$ cat config.mk
export PLATFORM = sky130hd
export DESIGN_NAME = audio_fir_top
export DESIGN_NICKNAME = d
export VERILOG_FILES = /design/src/common/audio_pkg.sv /design/src/common/fir_pkg.sv /design/src/fir/coeff_table.sv /design/src/fir/fir_sequencer.sv /design/src/fir/mac_unit.sv /design/src/fir/output_scaler.sv /design/src/fir/sample_history.sv /design/src/rtl/audio_fir_top.sv
export SDC_FILE = /design/constraint.sdc
export NUM_CORES = 1
export LEC_CHECK = 0
export ABC_CLOCK_PERIOD_IN_PS = 9650
export BUFFER_PORTS_ARGS = -buffer_cell sky130_fd_sc_hd__clkbuf_2
export CORE_ASPECT_RATIO = 0.6
export CORE_UTILIZATION = 30
export DETAILED_ROUTE_END_ITERATION = 8
export GPL_TIMING_DRIVEN = 1
export PLACE_DENSITY = 0.48
export SLEW_MARGIN = 40
export SYNTH_ARGS = -nofsm -noshare
export SYNTH_HDL_FRONTEND = slang
export SYNTH_SLANG_ARGS = --single-unit
$ cat constraint.sdc
create_clock -name clk_in -period 9.65 [get_ports clk_in]
set_clock_uncertainty 0.05 [all_clocks]
set_input_delay 0.965 -clock clk_in [delete_from_list [all_inputs] [get_ports clk_in]]
set_output_delay 0.965 -clock clk_in [all_outputs]
set_load 0.02 [all_outputs]
$ cat src/common/audio_pkg.sv
package audio_pkg;

    // ==============================
    // sample format
    // ==============================

    localparam int SAMPLE_WIDTH = 16;

    typedef logic signed [SAMPLE_WIDTH-1:0] sample_t; // mono pcm, two's complement

    // ==============================
    // output limits
    // ==============================

    // clamp range applied after gain scaling
    localparam sample_t SAMPLE_MAX = 32767;
    localparam sample_t SAMPLE_MIN = -32768;

endpackage

$ cat src/common/fir_pkg.sv
package fir_pkg;

    // ==============================
    // filter structure
    // ==============================

    localparam int TAP_COUNT     = 29;
    localparam int TAP_IDX_WIDTH = 5;  // enough to count 0..28
    localparam int COEF_WIDTH    = 9;  // peak tap is 128, needs sign bit
    localparam int ACC_WIDTH     = 32;
    localparam int GAIN_SHIFT    = 10; // table dc gain is 1024

    typedef logic [TAP_IDX_WIDTH-1:0]     tap_idx_t;
    typedef logic signed [COEF_WIDTH-1:0] coef_t;
    typedef logic signed [ACC_WIDTH-1:0]  acc_t;

    // half an output lsb, added before the shift
    localparam acc_t ROUND_BIAS = acc_t'(1) <<< (GAIN_SHIFT - 1);

    // ==============================
    // coefficient table
    // ==============================

    // symmetric low-pass, centre tap 14, taps sum to 1024
    localparam coef_t COEFFS [0:TAP_COUNT-1] = '{
        -1,  -2,  -3,  -5,  -6,  -5,   0,  10,
        25,  45,  67,  90, 110, 123, 128, 123,
        110, 90,  67,  45,  25,  10,   0,  -5,
        -6,  -5,  -3,  -2,  -1
    };

    // ==============================
    // sequencer states
    // ==============================

    typedef enum logic [1:0] {
        IDLE,  // waiting for a sample strobe
        RUN,   // one tap per cycle
        DRAIN, // let the read and mac pipeline empty
        DONE   // hand the sum to the scaler
    } fir_state_t;

endpackage

$ cat src/fir/coeff_table.sv
`timescale 1ns/1ps

module coeff_table (
    input  logic              clk_in,
    input  fir_pkg::tap_idx_t tap_idx,
    output fir_pkg::coef_t    coef
);

    // registered rom, one cycle latency like the history read
    always_ff @(posedge clk_in) begin
        if (tap_idx < fir_pkg::tap_idx_t'(fir_pkg::TAP_COUNT)) begin
            coef <= fir_pkg::COEFFS[tap_idx];
        end else begin
            coef <= '0; // unused index codes
        end
    end

endmodule

$ cat src/fir/fir_sequencer.sv
`timescale 1ns/1ps

module fir_sequencer (
    input  logic             clk_in,
    input  logic             rst_in,
    input  logic             sample_valid,
    output logic             hist_write,
    output logic             acc_clear,
    output logic             tap_en,
    output logic             mac_en,
    output logic             scale_en,
    output logic             busy,
    output fir_pkg::tap_idx_t tap_idx
);

    fir_pkg::fir_state_t state;
    logic                drain_cnt; // two drain cycles
    logic                accept;

    assign accept = (state == fir_pkg::IDLE) && sample_valid; // strobes while busy are dropped

    assign hist_write = accept;
    assign acc_clear  = accept;
    assign tap_en     = (state == fir_pkg::RUN);
    assign scale_en   = (state == fir_pkg::DONE);
    assign busy       = (state != fir_pkg::IDLE);

    // ==============================
    // state machine
    // ==============================

    always_ff @(posedge clk_in) begin
        if (rst_in) begin
            state     <= fir_pkg::IDLE;
            tap_idx   <= '0;
            drain_cnt <= 1'b0;
        end else begin
            case (state)
                fir_pkg::IDLE: begin
                    if (accept) begin
                        state   <= fir_pkg::RUN;
                        tap_idx <= '0;
                    end
                end
                fir_pkg::RUN: begin
                    if (tap_idx == fir_pkg::tap_idx_t'(fir_pkg::TAP_COUNT - 1)) begin
                        state     <= fir_pkg::DRAIN;
                        drain_cnt <= 1'b0;
                    end else begin
                        tap_idx <= tap_idx + 1'b1;
                    end
                end
                fir_pkg::DRAIN: begin
                    if (drain_cnt) state <= fir_pkg::DONE;
                    drain_cnt <= 1'b1;
                end
                fir_pkg::DONE: begin
                    state <= fir_pkg::IDLE; // next sample may land with out_valid
                end
                default: state <= fir_pkg::IDLE;
            endcase
        end
    end

    // mac adds once history and coeff reads have settled
    always_ff @(posedge clk_in) begin
        if (rst_in) begin
            mac_en <= 1'b0;
        end else begin
            mac_en <= tap_en;
        end
    end

endmodule

$ cat src/fir/mac_unit.sv
`timescale 1ns/1ps

module mac_unit (
    input  logic               clk_in,
    input  logic               rst_in,
    input  logic               clear,
    input  logic               en,
    input  audio_pkg::sample_t tap_sample,
    input  fir_pkg::coef_t     coef,
    output fir_pkg::acc_t      acc
);

    fir_pkg::acc_t product;

    // single signed multiplier, both operands sign extended
    assign product = fir_pkg::acc_t'(tap_sample) * fir_pkg::acc_t'(coef);

    always_ff @(posedge clk_in) begin
        if (rst_in) begin
            acc <= '0;
        end else if (clear) begin
            acc <= '0;  // new sample, fresh sum
        end else if (en) begin
            acc <= acc + product;
        end
    end

endmodule

$ cat src/fir/output_scaler.sv
`timescale 1ns/1ps

module output_scaler (
    input  logic               clk_in,
    input  logic               rst_in,
    input  logic               en,
    input  fir_pkg::acc_t      acc,
    output audio_pkg::sample_t filtered_out,
    output logic               out_valid
);

    fir_pkg::acc_t rounded;
    fir_pkg::acc_t shifted;

    // round half up, then drop the table gain
    assign rounded = acc + fir_pkg::ROUND_BIAS;
    assign shifted = rounded >>> fir_pkg::GAIN_SHIFT;

    // ==============================
    // saturate and register
    // ==============================

    always_ff @(posedge clk_in) begin
        if (rst_in) begin
            filtered_out <= '0;
            out_valid    <= 1'b0;
        end else begin
            out_valid <= en; // one-cycle strobe
            if (en) begin
                if (shifted > fir_pkg::acc_t'(audio_pkg::SAMPLE_MAX)) begin
                    filtered_out <= audio_pkg::SAMPLE_MAX;
                end else if (shifted < fir_pkg::acc_t'(audio_pkg::SAMPLE_MIN)) begin
                    filtered_out <= audio_pkg::SAMPLE_MIN;
                end else begin
                    filtered_out <= audio_pkg::sample_t'(shifted);
                end
            end
        end
    end

endmodule

$ cat src/fir/sample_history.sv
`timescale 1ns/1ps

module sample_history (
    input  logic               clk_in,
    input  logic               rst_in,
    input  logic               write,
    input  audio_pkg::sample_t sample_in,
    input  fir_pkg::tap_idx_t  tap_idx,
    output audio_pkg::sample_t tap_sample
);

    audio_pkg::sample_t mem [0:fir_pkg::TAP_COUNT-1];
    fir_pkg::tap_idx_t  wr_ptr;  // next slot to fill
    logic [5:0]         rd_sum;  // wr_ptr - 1 - tap_idx, before wrap
    fir_pkg::tap_idx_t  rd_addr;

    // newest entry sits just behind wr_ptr
    assign rd_sum  = 6'(wr_ptr) + 6'(fir_pkg::TAP_COUNT - 1) - 6'(tap_idx);
    assign rd_addr = (rd_sum >= 6'(fir_pkg::TAP_COUNT)) ?
                     fir_pkg::tap_idx_t'(rd_sum - 6'(fir_pkg::TAP_COUNT)) :
                     fir_pkg::tap_idx_t'(rd_sum);

    // ==============================
    // write side
    // ==============================

    always_ff @(posedge clk_in) begin
        if (rst_in) begin
            wr_ptr <= '0;
            for (int i = 0; i < fir_pkg::TAP_COUNT; i++) begin
                mem[i] <= '0; // start from silence
            end
        end else if (write) begin
            mem[wr_ptr] <= sample_in;
            if (wr_ptr == fir_pkg::tap_idx_t'(fir_pkg::TAP_COUNT - 1)) wr_ptr <= '0;
            else wr_ptr <= wr_ptr + 1'b1;
        end
    end

    // registered read, one cycle behind tap_idx
    always_ff @(posedge clk_in) begin
        if (rst_in) begin
            tap_sample <= '0;
        end else begin
            tap_sample <= mem[rd_addr];
        end
    end

endmodule

$ cat src/rtl/audio_fir_top.sv
`timescale 1ns/1ps

module audio_fir_top (
    input  logic               clk_in,
    input  logic               rst_in,
    input  audio_pkg::sample_t sample_in,
    input  logic               sample_valid,
    output audio_pkg::sample_t filtered_out,
    output logic               out_valid,
    output logic               busy
);

    logic               hist_write;
    logic               acc_clear;
    logic               tap_en;
    logic               mac_en;
    logic               scale_en;
    fir_pkg::tap_idx_t  tap_idx;
    audio_pkg::sample_t tap_sample;
    fir_pkg::coef_t     coef;
    fir_pkg::acc_t      acc;

    // ==============================
    // control
    // ==============================

    fir_sequencer u_seq (
        .clk_in       (clk_in),
        .rst_in       (rst_in),
        .sample_valid (sample_valid),
        .hist_write   (hist_write),
        .acc_clear    (acc_clear),
        .tap_en       (tap_en),
        .mac_en       (mac_en),
        .scale_en     (scale_en),
        .busy         (busy),
        .tap_idx      (tap_idx)
    );

    // ==============================
    // datapath
    // ==============================

    sample_history u_hist (
        .clk_in     (clk_in),
        .rst_in     (rst_in),
        .write      (hist_write),
        .sample_in  (sample_in),
        .tap_idx    (tap_idx),
        .tap_sample (tap_sample)
    );

    coeff_table u_coef (
        .clk_in  (clk_in),
        .tap_idx (tap_idx),
        .coef    (coef)
    );

    mac_unit u_mac (
        .clk_in     (clk_in),
        .rst_in     (rst_in),
        .clear      (acc_clear),
        .en         (mac_en),      // tap_en delayed to match read latency
        .tap_sample (tap_sample),
        .coef       (coef),
        .acc        (acc)
    );

    output_scaler u_scale (
        .clk_in       (clk_in),
        .rst_in       (rst_in),
        .en           (scale_en),
        .acc          (acc),
        .filtered_out (filtered_out),
        .out_valid    (out_valid)
    );

endmodule

==> key figures, run 1 <==
Clocking
  – Clock Pin Slew Worst Setup and Hold Paths: 70 ps
  – Root buffer cell: clkbuf_16
  – Post-CTS setup buffers: 0
  – Worst-Skew Late Latency: 700 ps
  – CTS Buf Count: 66
  – CTS tree: built
  – Num Clock Sinks: 600
  – Post-CTS Resized: 0
  – CTS Buffer Depth: 3
  – H-tree lvl count: 3
  – CTS Hold Bufs: 0

Floorplan
  – Die Area: 0.130 mm^2
  – Row count: 101
  – Starting density of the core: 30.4%
  – Die H: 280 um
  – Core box area: 0.127 mm^2
  – Die Width: 465 um
  – IO Pins: 37

Synthesis
  – Ys async rst share: 0%
  – Primary FF master, synth: edfxtp_1
  – Top-count cell post-synth: and2_1
  – Post-Syn Nets: 3572
  – Number of flops mapped to enable cells by yosys: 512
  – Share of the synthesized area in the top cell type: 39.9%
  – Mapped Avg Cell Area: 11.6 um^2
  – Synthesized flop and latch total: 600
  – YS warnings: 0
  – Synth cell types: 79
  – Post-Synthesis Cells: 3319
  – Sequential share of the synthesized area: 44.5%
  – Area leader, netlist: edfxtp_1
  – Post-Syn Area: 0.0385 mm^2
  – Synth area leaders: edfxtp_1 (40%), mux2i_1 (11%), and2_1 (8.7%)
  – Commonest cells post-synth: and2_1 (536), edfxtp_1 (512), mux2i_1 (410)

Timing
  – Final Max Slew Viols: 0
  – Period utilization: 81.8%
  – Hold Violations, Final: 0
  – Rel. slew slack: 37.5%
  – WHS: 435 ps
  – Max Clk Rate: 127 MHz
  – Unrepaired setup endpoints after global routing: false
  – Final setup fails: 0
  – Fin crit period: 7890 ps
  – Worst Tran Pin Value: 937 ps
  – Setup TNS Final: 0 ps

Worst setup path
  – Worst Path Max Fanout: 16
  – Worst setup path category: flip-flop to flip-flop
  – Type of origin of the critical path: flip-flop
  – Critical path arrival: 8390 ps
  – Critical path's slowest cell: dfxtp_1
  – WP data required: 10150 ps
  – CP endpoint kind: flip-flop
  – Crit-path max cell delay: 710 ps

Routing
  – Routed WL: 118000 um
  – WL per Instance: 23.5 um
  – First-pass iteration count of the detailed router: 6
  – Initial DRC count: 2563
  – Via count: 25772
  – Vias per cell: 5.13
  – Post-route ant nets: 0
  – DRC: 0

Flow run
  – Max-Cap Viols: 0

Min path
  – Worst hold path type: flip-flop to flip-flop

Global route
  – GRT overflow: 0
  – Gr usage total: 18.2%
  – Wire length of the first global-routing pass: 174000 um
  – Vias in the first global route: 25000
  – Initial antenna violation count: 17
  – Largest net degree at the start of global routing: 106

Finish
  – Nets: 3523
  – P&R area growth vs syn: 11.5%
  – Fraction of layout instances using a drive strength above 1: 12.3%

Placement
  – IO buf count: 36
  – DP Wirelength: 76800 um
  – Placer Congestion: 0.855

Outcome
  – Run status: completed
## final cells by class
type                            count  area, um^2
Timing Repair Buffer              125         925
Sequential cell                   600       17100
Inverter                          135         508
Antenna cell                        8        20.0
Clock buffer                       79        1710
Clock inverter                     39         427
Fill cell                       12581       84000
Tap cell                         1699        2130
Multi-Input combinational cell   2342       20100
## registers in the layout, summed over array words and instances, names as in the netlist
name / count
u_hist.mem: 512
u_mac.acc: 32
u_hist.tap_sample: 16
u_scale.filtered_out: 16
u_coef.coef: 9
u_hist.wr_ptr: 5
u_seq.tap_idx: 5
u_seq.state: 2
u_scale.out_valid: 1
u_seq.drain_cnt: 1
u_seq.mac_en: 1
## placed cells by master, fill, tap and decap left out, drive strengths merged, types with 14 or more instances in the layout
master | Yosys | layout
dfxtp | 88 | 88
nor2 | 160 | 160
a32oi | 21 | 21
a21oi | 83 | 83
clkinv | 1 | 36
o21ai | 84 | 84
nand4 | 14 | 14
xnor2 | 51 | 51
mux4 | 97 | 97
a21o | 21 | 21
a211oi | 57 | 57
nor2b | 21 | 21
and2 | 536 | 536
buf | 54 | 90
clkbuf | 188 | 114
nor3 | 27 | 27
o211ai | 40 | 40
nand3 | 36 | 36
edfxtp | 512 | 512
fa | 121 | 121
mux2 | 34 | 34
and3 | 31 | 31
a32o | 23 | 23
ha | 113 | 113
nand2 | 212 | 212
xor2 | 20 | 20
inv | 134 | 135
mux2i | 410 | 410
## per-layer routing
layer  global-route usage [%]  wire [um]  part of all wire [%]  vias up
met3                     5.25       9720                   8.2      104
met5                        0         27                 0.023        -
met1                     27.9      59400                    50    13045
met2                     25.0      47500                    40      728
met4                     3.07       1570                   1.3        4
li1                         -          -                     -    11891
## worst max-delay path, delay by kind of cell (launching register included)
kind / cells / cell delay, ps
adders and majority gates: 7 / 3030
AOI/OAI and AO/OA: 12 / 2630
and+or+nand+nor: 4 / 1080
DFF: 1 / 710
buffers and inverters: 3 / 160
muxes: 1 / 110
## cells by family after synthesis
kind of cell,synth area share [%]
xor gates and xnor gates,1.66
AOI/OAI and AO/OA,7.57
buffers and inverters,3.99
DFF,44.5
and+or+nand+nor,15.0
muxes,17.3
adders and majority gates,9.95
## final timing paths
check | start | to | slack, ps | cells past startpoint
max | u_coef.coef[2] | u_mac.acc[31] | 1760 | 27
min reg2reg | u_scale.filtered_out[2] | u_scale.filtered_out[2] | 440 | 2
min | u_scale.filtered_out[2] | u_scale.filtered_out[2] | 440 | 2
max reg2reg | u_coef.coef[2] | u_mac.acc[31] | 1760 | 27
## through the flow
stage	instance area [um^2]	instances	utilization [%]	setup slack, ps
2_1_floorplan	38500	3319	-	2620
3_3_place_gp	40600	4894	32.0	1840
3_5_place_dp	40800	4900	32.1	1820
4_1_cts	42900	5018	33.8	1760
5_1_grt	42900	5020	33.8	1230
6_report	43000	5027	33.8	1760
Power of run 1 is not shown: default switching activity piles up to over one toggle a cycle in this logic, so the estimate is an artifact.
==> run 2: changes to the inputs <==
ABC_CLOCK_PERIOD_IN_PS = 7900   (was 9650)
clock period = 7.9 ns   (was 9.65 ns; I/O delays follow)
==> run 2 against run 1 <==
  * Non-clock buffer count is 34 higher
  * Maximum frequency is 6.6% higher
  * Routed wire length is 0.17% higher
  * Global-route usage is 0.086 points higher
  * Critical endpoint unchanged
==> key figures, run 2 (same netlist as run 1, synthesis figures left out) <==
Outcome
  – Run status: completed

Clocking
  – H-tree lvl count: 3 (unchanged)
  – CTS Buffer Depth: 3 (unchanged)
  – CTS tree: built
  – Clock Pin Slew Worst Setup and Hold Paths: 60 ps (about the same)
  – CTS Buf Count: 68 (+3.0%)
  – Root buffer cell: clkbuf_16
  – Worst-Skew Late Latency: 670 ps (-30 ps)
  – Num Clock Sinks: 600 (unchanged)

Timing
  – Worst Tran Pin Value: 964 ps (+26.8 ps)
  – Final Max Slew Viols: 0 (unchanged)
  – Rel. slew slack: 35.8% (-1.8 points)
  – Fin crit period: 7400 ps (-490 ps)
  – Unrepaired setup endpoints after global routing: false
  – Period utilization: 93.7% (+12 points)
  – Final setup fails: 0 (unchanged)
  – Max Clk Rate: 135 MHz (+6.6%)
  – Setup TNS Final: 0 ps (unchanged)
  – Hold Violations, Final: 0 (unchanged)

Global route
  – GRT overflow: 0 (unchanged)
  – Initial antenna violation count: 15 (-2)
  – Vias in the first global route: 25507 (+2.0%)
  – Largest net degree at the start of global routing: 106 (unchanged)
  – Gr usage total: 18.2% (+0.086 points)
  – Wire length of the first global-routing pass: 176000 um (+1.1%)

Finish
  – Most flops, register: u_hist.mem
  – Top flop regs: u_hist.mem (512), u_mac.acc (32)
  – Commonest non-fill, non-tap cell in the layout: and2_1
  – P&R area growth vs syn: 12.7%
  – Fraction of layout instances using a drive strength above 1: 13.2% (+0.99 points)
  – Most frequent cells in the layout: and2_1 (536), edfxtp_1 (512), mux2i_1 (409), nand2_1 (212), nor2_1 (153)
  – Max reg flops: 512 (unchanged)
  – Nets: 3559 (+1.0%)

Worst setup path
  – Worst setup path category: flip-flop to flip-flop
  – CP endpoint kind: flip-flop
  – WP data required: 8390 ps (-1760 ps)
  – Type of origin of the critical path: flip-flop
  – Worst Path Max Fanout: 9 (-7)
  – Critical path arrival: 7890 ps (-500 ps)

Routing
  – DRC: 0 (unchanged)
  – First-pass iteration count of the detailed router: 9 (+3)
  – Post-route ant nets: 0 (unchanged)
  – Vias per cell: 5.12 (-0.15%)
  – Routed WL: 118000 um (+0.17%)
  – WL per Instance: 23.4 um (-0.64%)
  – Initial DRC count: 2498 (-2.5%)
  – Via count: 25942 (+0.66%)

Placement
  – DP Wirelength: 77800 um (+1.3%)
  – IO buf count: 36 (unchanged)
  – Placer Congestion: 0.902 (+5.5%)

Floorplan
  – Starting density of the core: 30.4% (unchanged)
  – Die H: 280 um (unchanged)
  – Core box area: 0.127 mm^2 (unchanged)
  – IO Pins: 37 (unchanged)
  – Die Area: 0.130 mm^2 (unchanged)
  – Die Width: 465 um (unchanged)
  – Row count: 101 (unchanged)

Flow run
  – Max-Cap Viols: 0 (unchanged)

Min path
  – Worst hold path type: flip-flop to flip-flop
run 2: cell count changes in the layout (fill, tap and decap cells not counted), moves of 4 or more:
| cell | delta |
|---|---|
| buf_4 | +27 |
| dfxtp_1 | -10 |
| dfxtp_2 | +10 |
| clkbuf_1 | +7 |
| clkinv_2 | -6 |
| o21ai_2 | -5 |
| buf_16 | +4 |
| clkinv_4 | -4 |
| clkinvlp_4 | +4 |
| nor2_1 | +4 |
| nor2_2 | -4 |
| o21ai_1 | +4 |
run 2: per-layer routing:
metal / share of wire (%) / up-vias / GRT usage, % / wire length, um
li1: - / 11963 / - / -
met3: 7.3 / 140 / 3.99 / 8610
met4: 1.6 / 2 / 3.47 / 1950
met1: 51 / 13097 / 28.7 / 60800
met2: 40 / 740 / 25.1 / 47100
met5: 0.011 / - / 0 / 13
run 2: area by class of cell:
type / count / area (um^2)
multi-input cells: 2342 / 20100
inverters: 135 / 512
clock buffers: 91 / 1840
diodes: 9 / 22.5
well taps: 1699 / 2130
clock inverters: 33 / 377
repair buffers: 159 / 1280
flip-flops and latches: 600 / 17200
fillers: 12477 / 83600
run 2: worst paths after layout:
| kind | from | slack (ps) | to | depth (start not counted) |
|---|---|---|---|---|
| min reg2reg | u_scale.filtered_out[0] | 430 | u_scale.filtered_out[0] | 2 |
| min | u_scale.filtered_out[0] | 430 | u_scale.filtered_out[0] | 2 |
| max | u_hist.tap_sample[15] | 500 | u_mac.acc[31] | 24 |
| max reg2reg | u_hist.tap_sample[15] | 500 | u_mac.acc[31] | 24 |
run 2: repair_timing:
item,in CTS,in global routing
setup endpoints to repair,0,6
gates resized for setup,0,15
buffers inserted,0,2
hold buffers,0,0
run 2: metrics by stage:
stage	cell area [um^2]	worst slack (ps)	std cells	hold slack [ps]	util, %
after floorplan	38500	873	3319	417	-
after global placement	40800	248	4921	415	32.2
after detailed placement	41100	247	4931	427	32.4
after CTS	43300	231	5055	436	34.1
after global routing	43400	38.2	5060	449	34.2
final	43400	500	5068	432	34.2
run 2: worst max-delay path, stage by stage (launching register included):
cell,delay (ps)
dfxtp_1,400
and2_1,250
fa_1,710
inv_1,150
fa_1,540
inv_1,50
fa_1,460
fa_1,490
ha_1,310
ha_1,370
a2111o_1,460
o21a_1,260
o41ai_4,320
o21ai_0,210
or2_2,430
ha_1,360
a21o_1,190
a21o_1,180
a211oi_1,200
o21ai_0,110
a21oi_1,130
o31ai_1,90
or3_1,300
and3_1,180
mux2i_1,110
Power of run 2 is left out for the same reason.
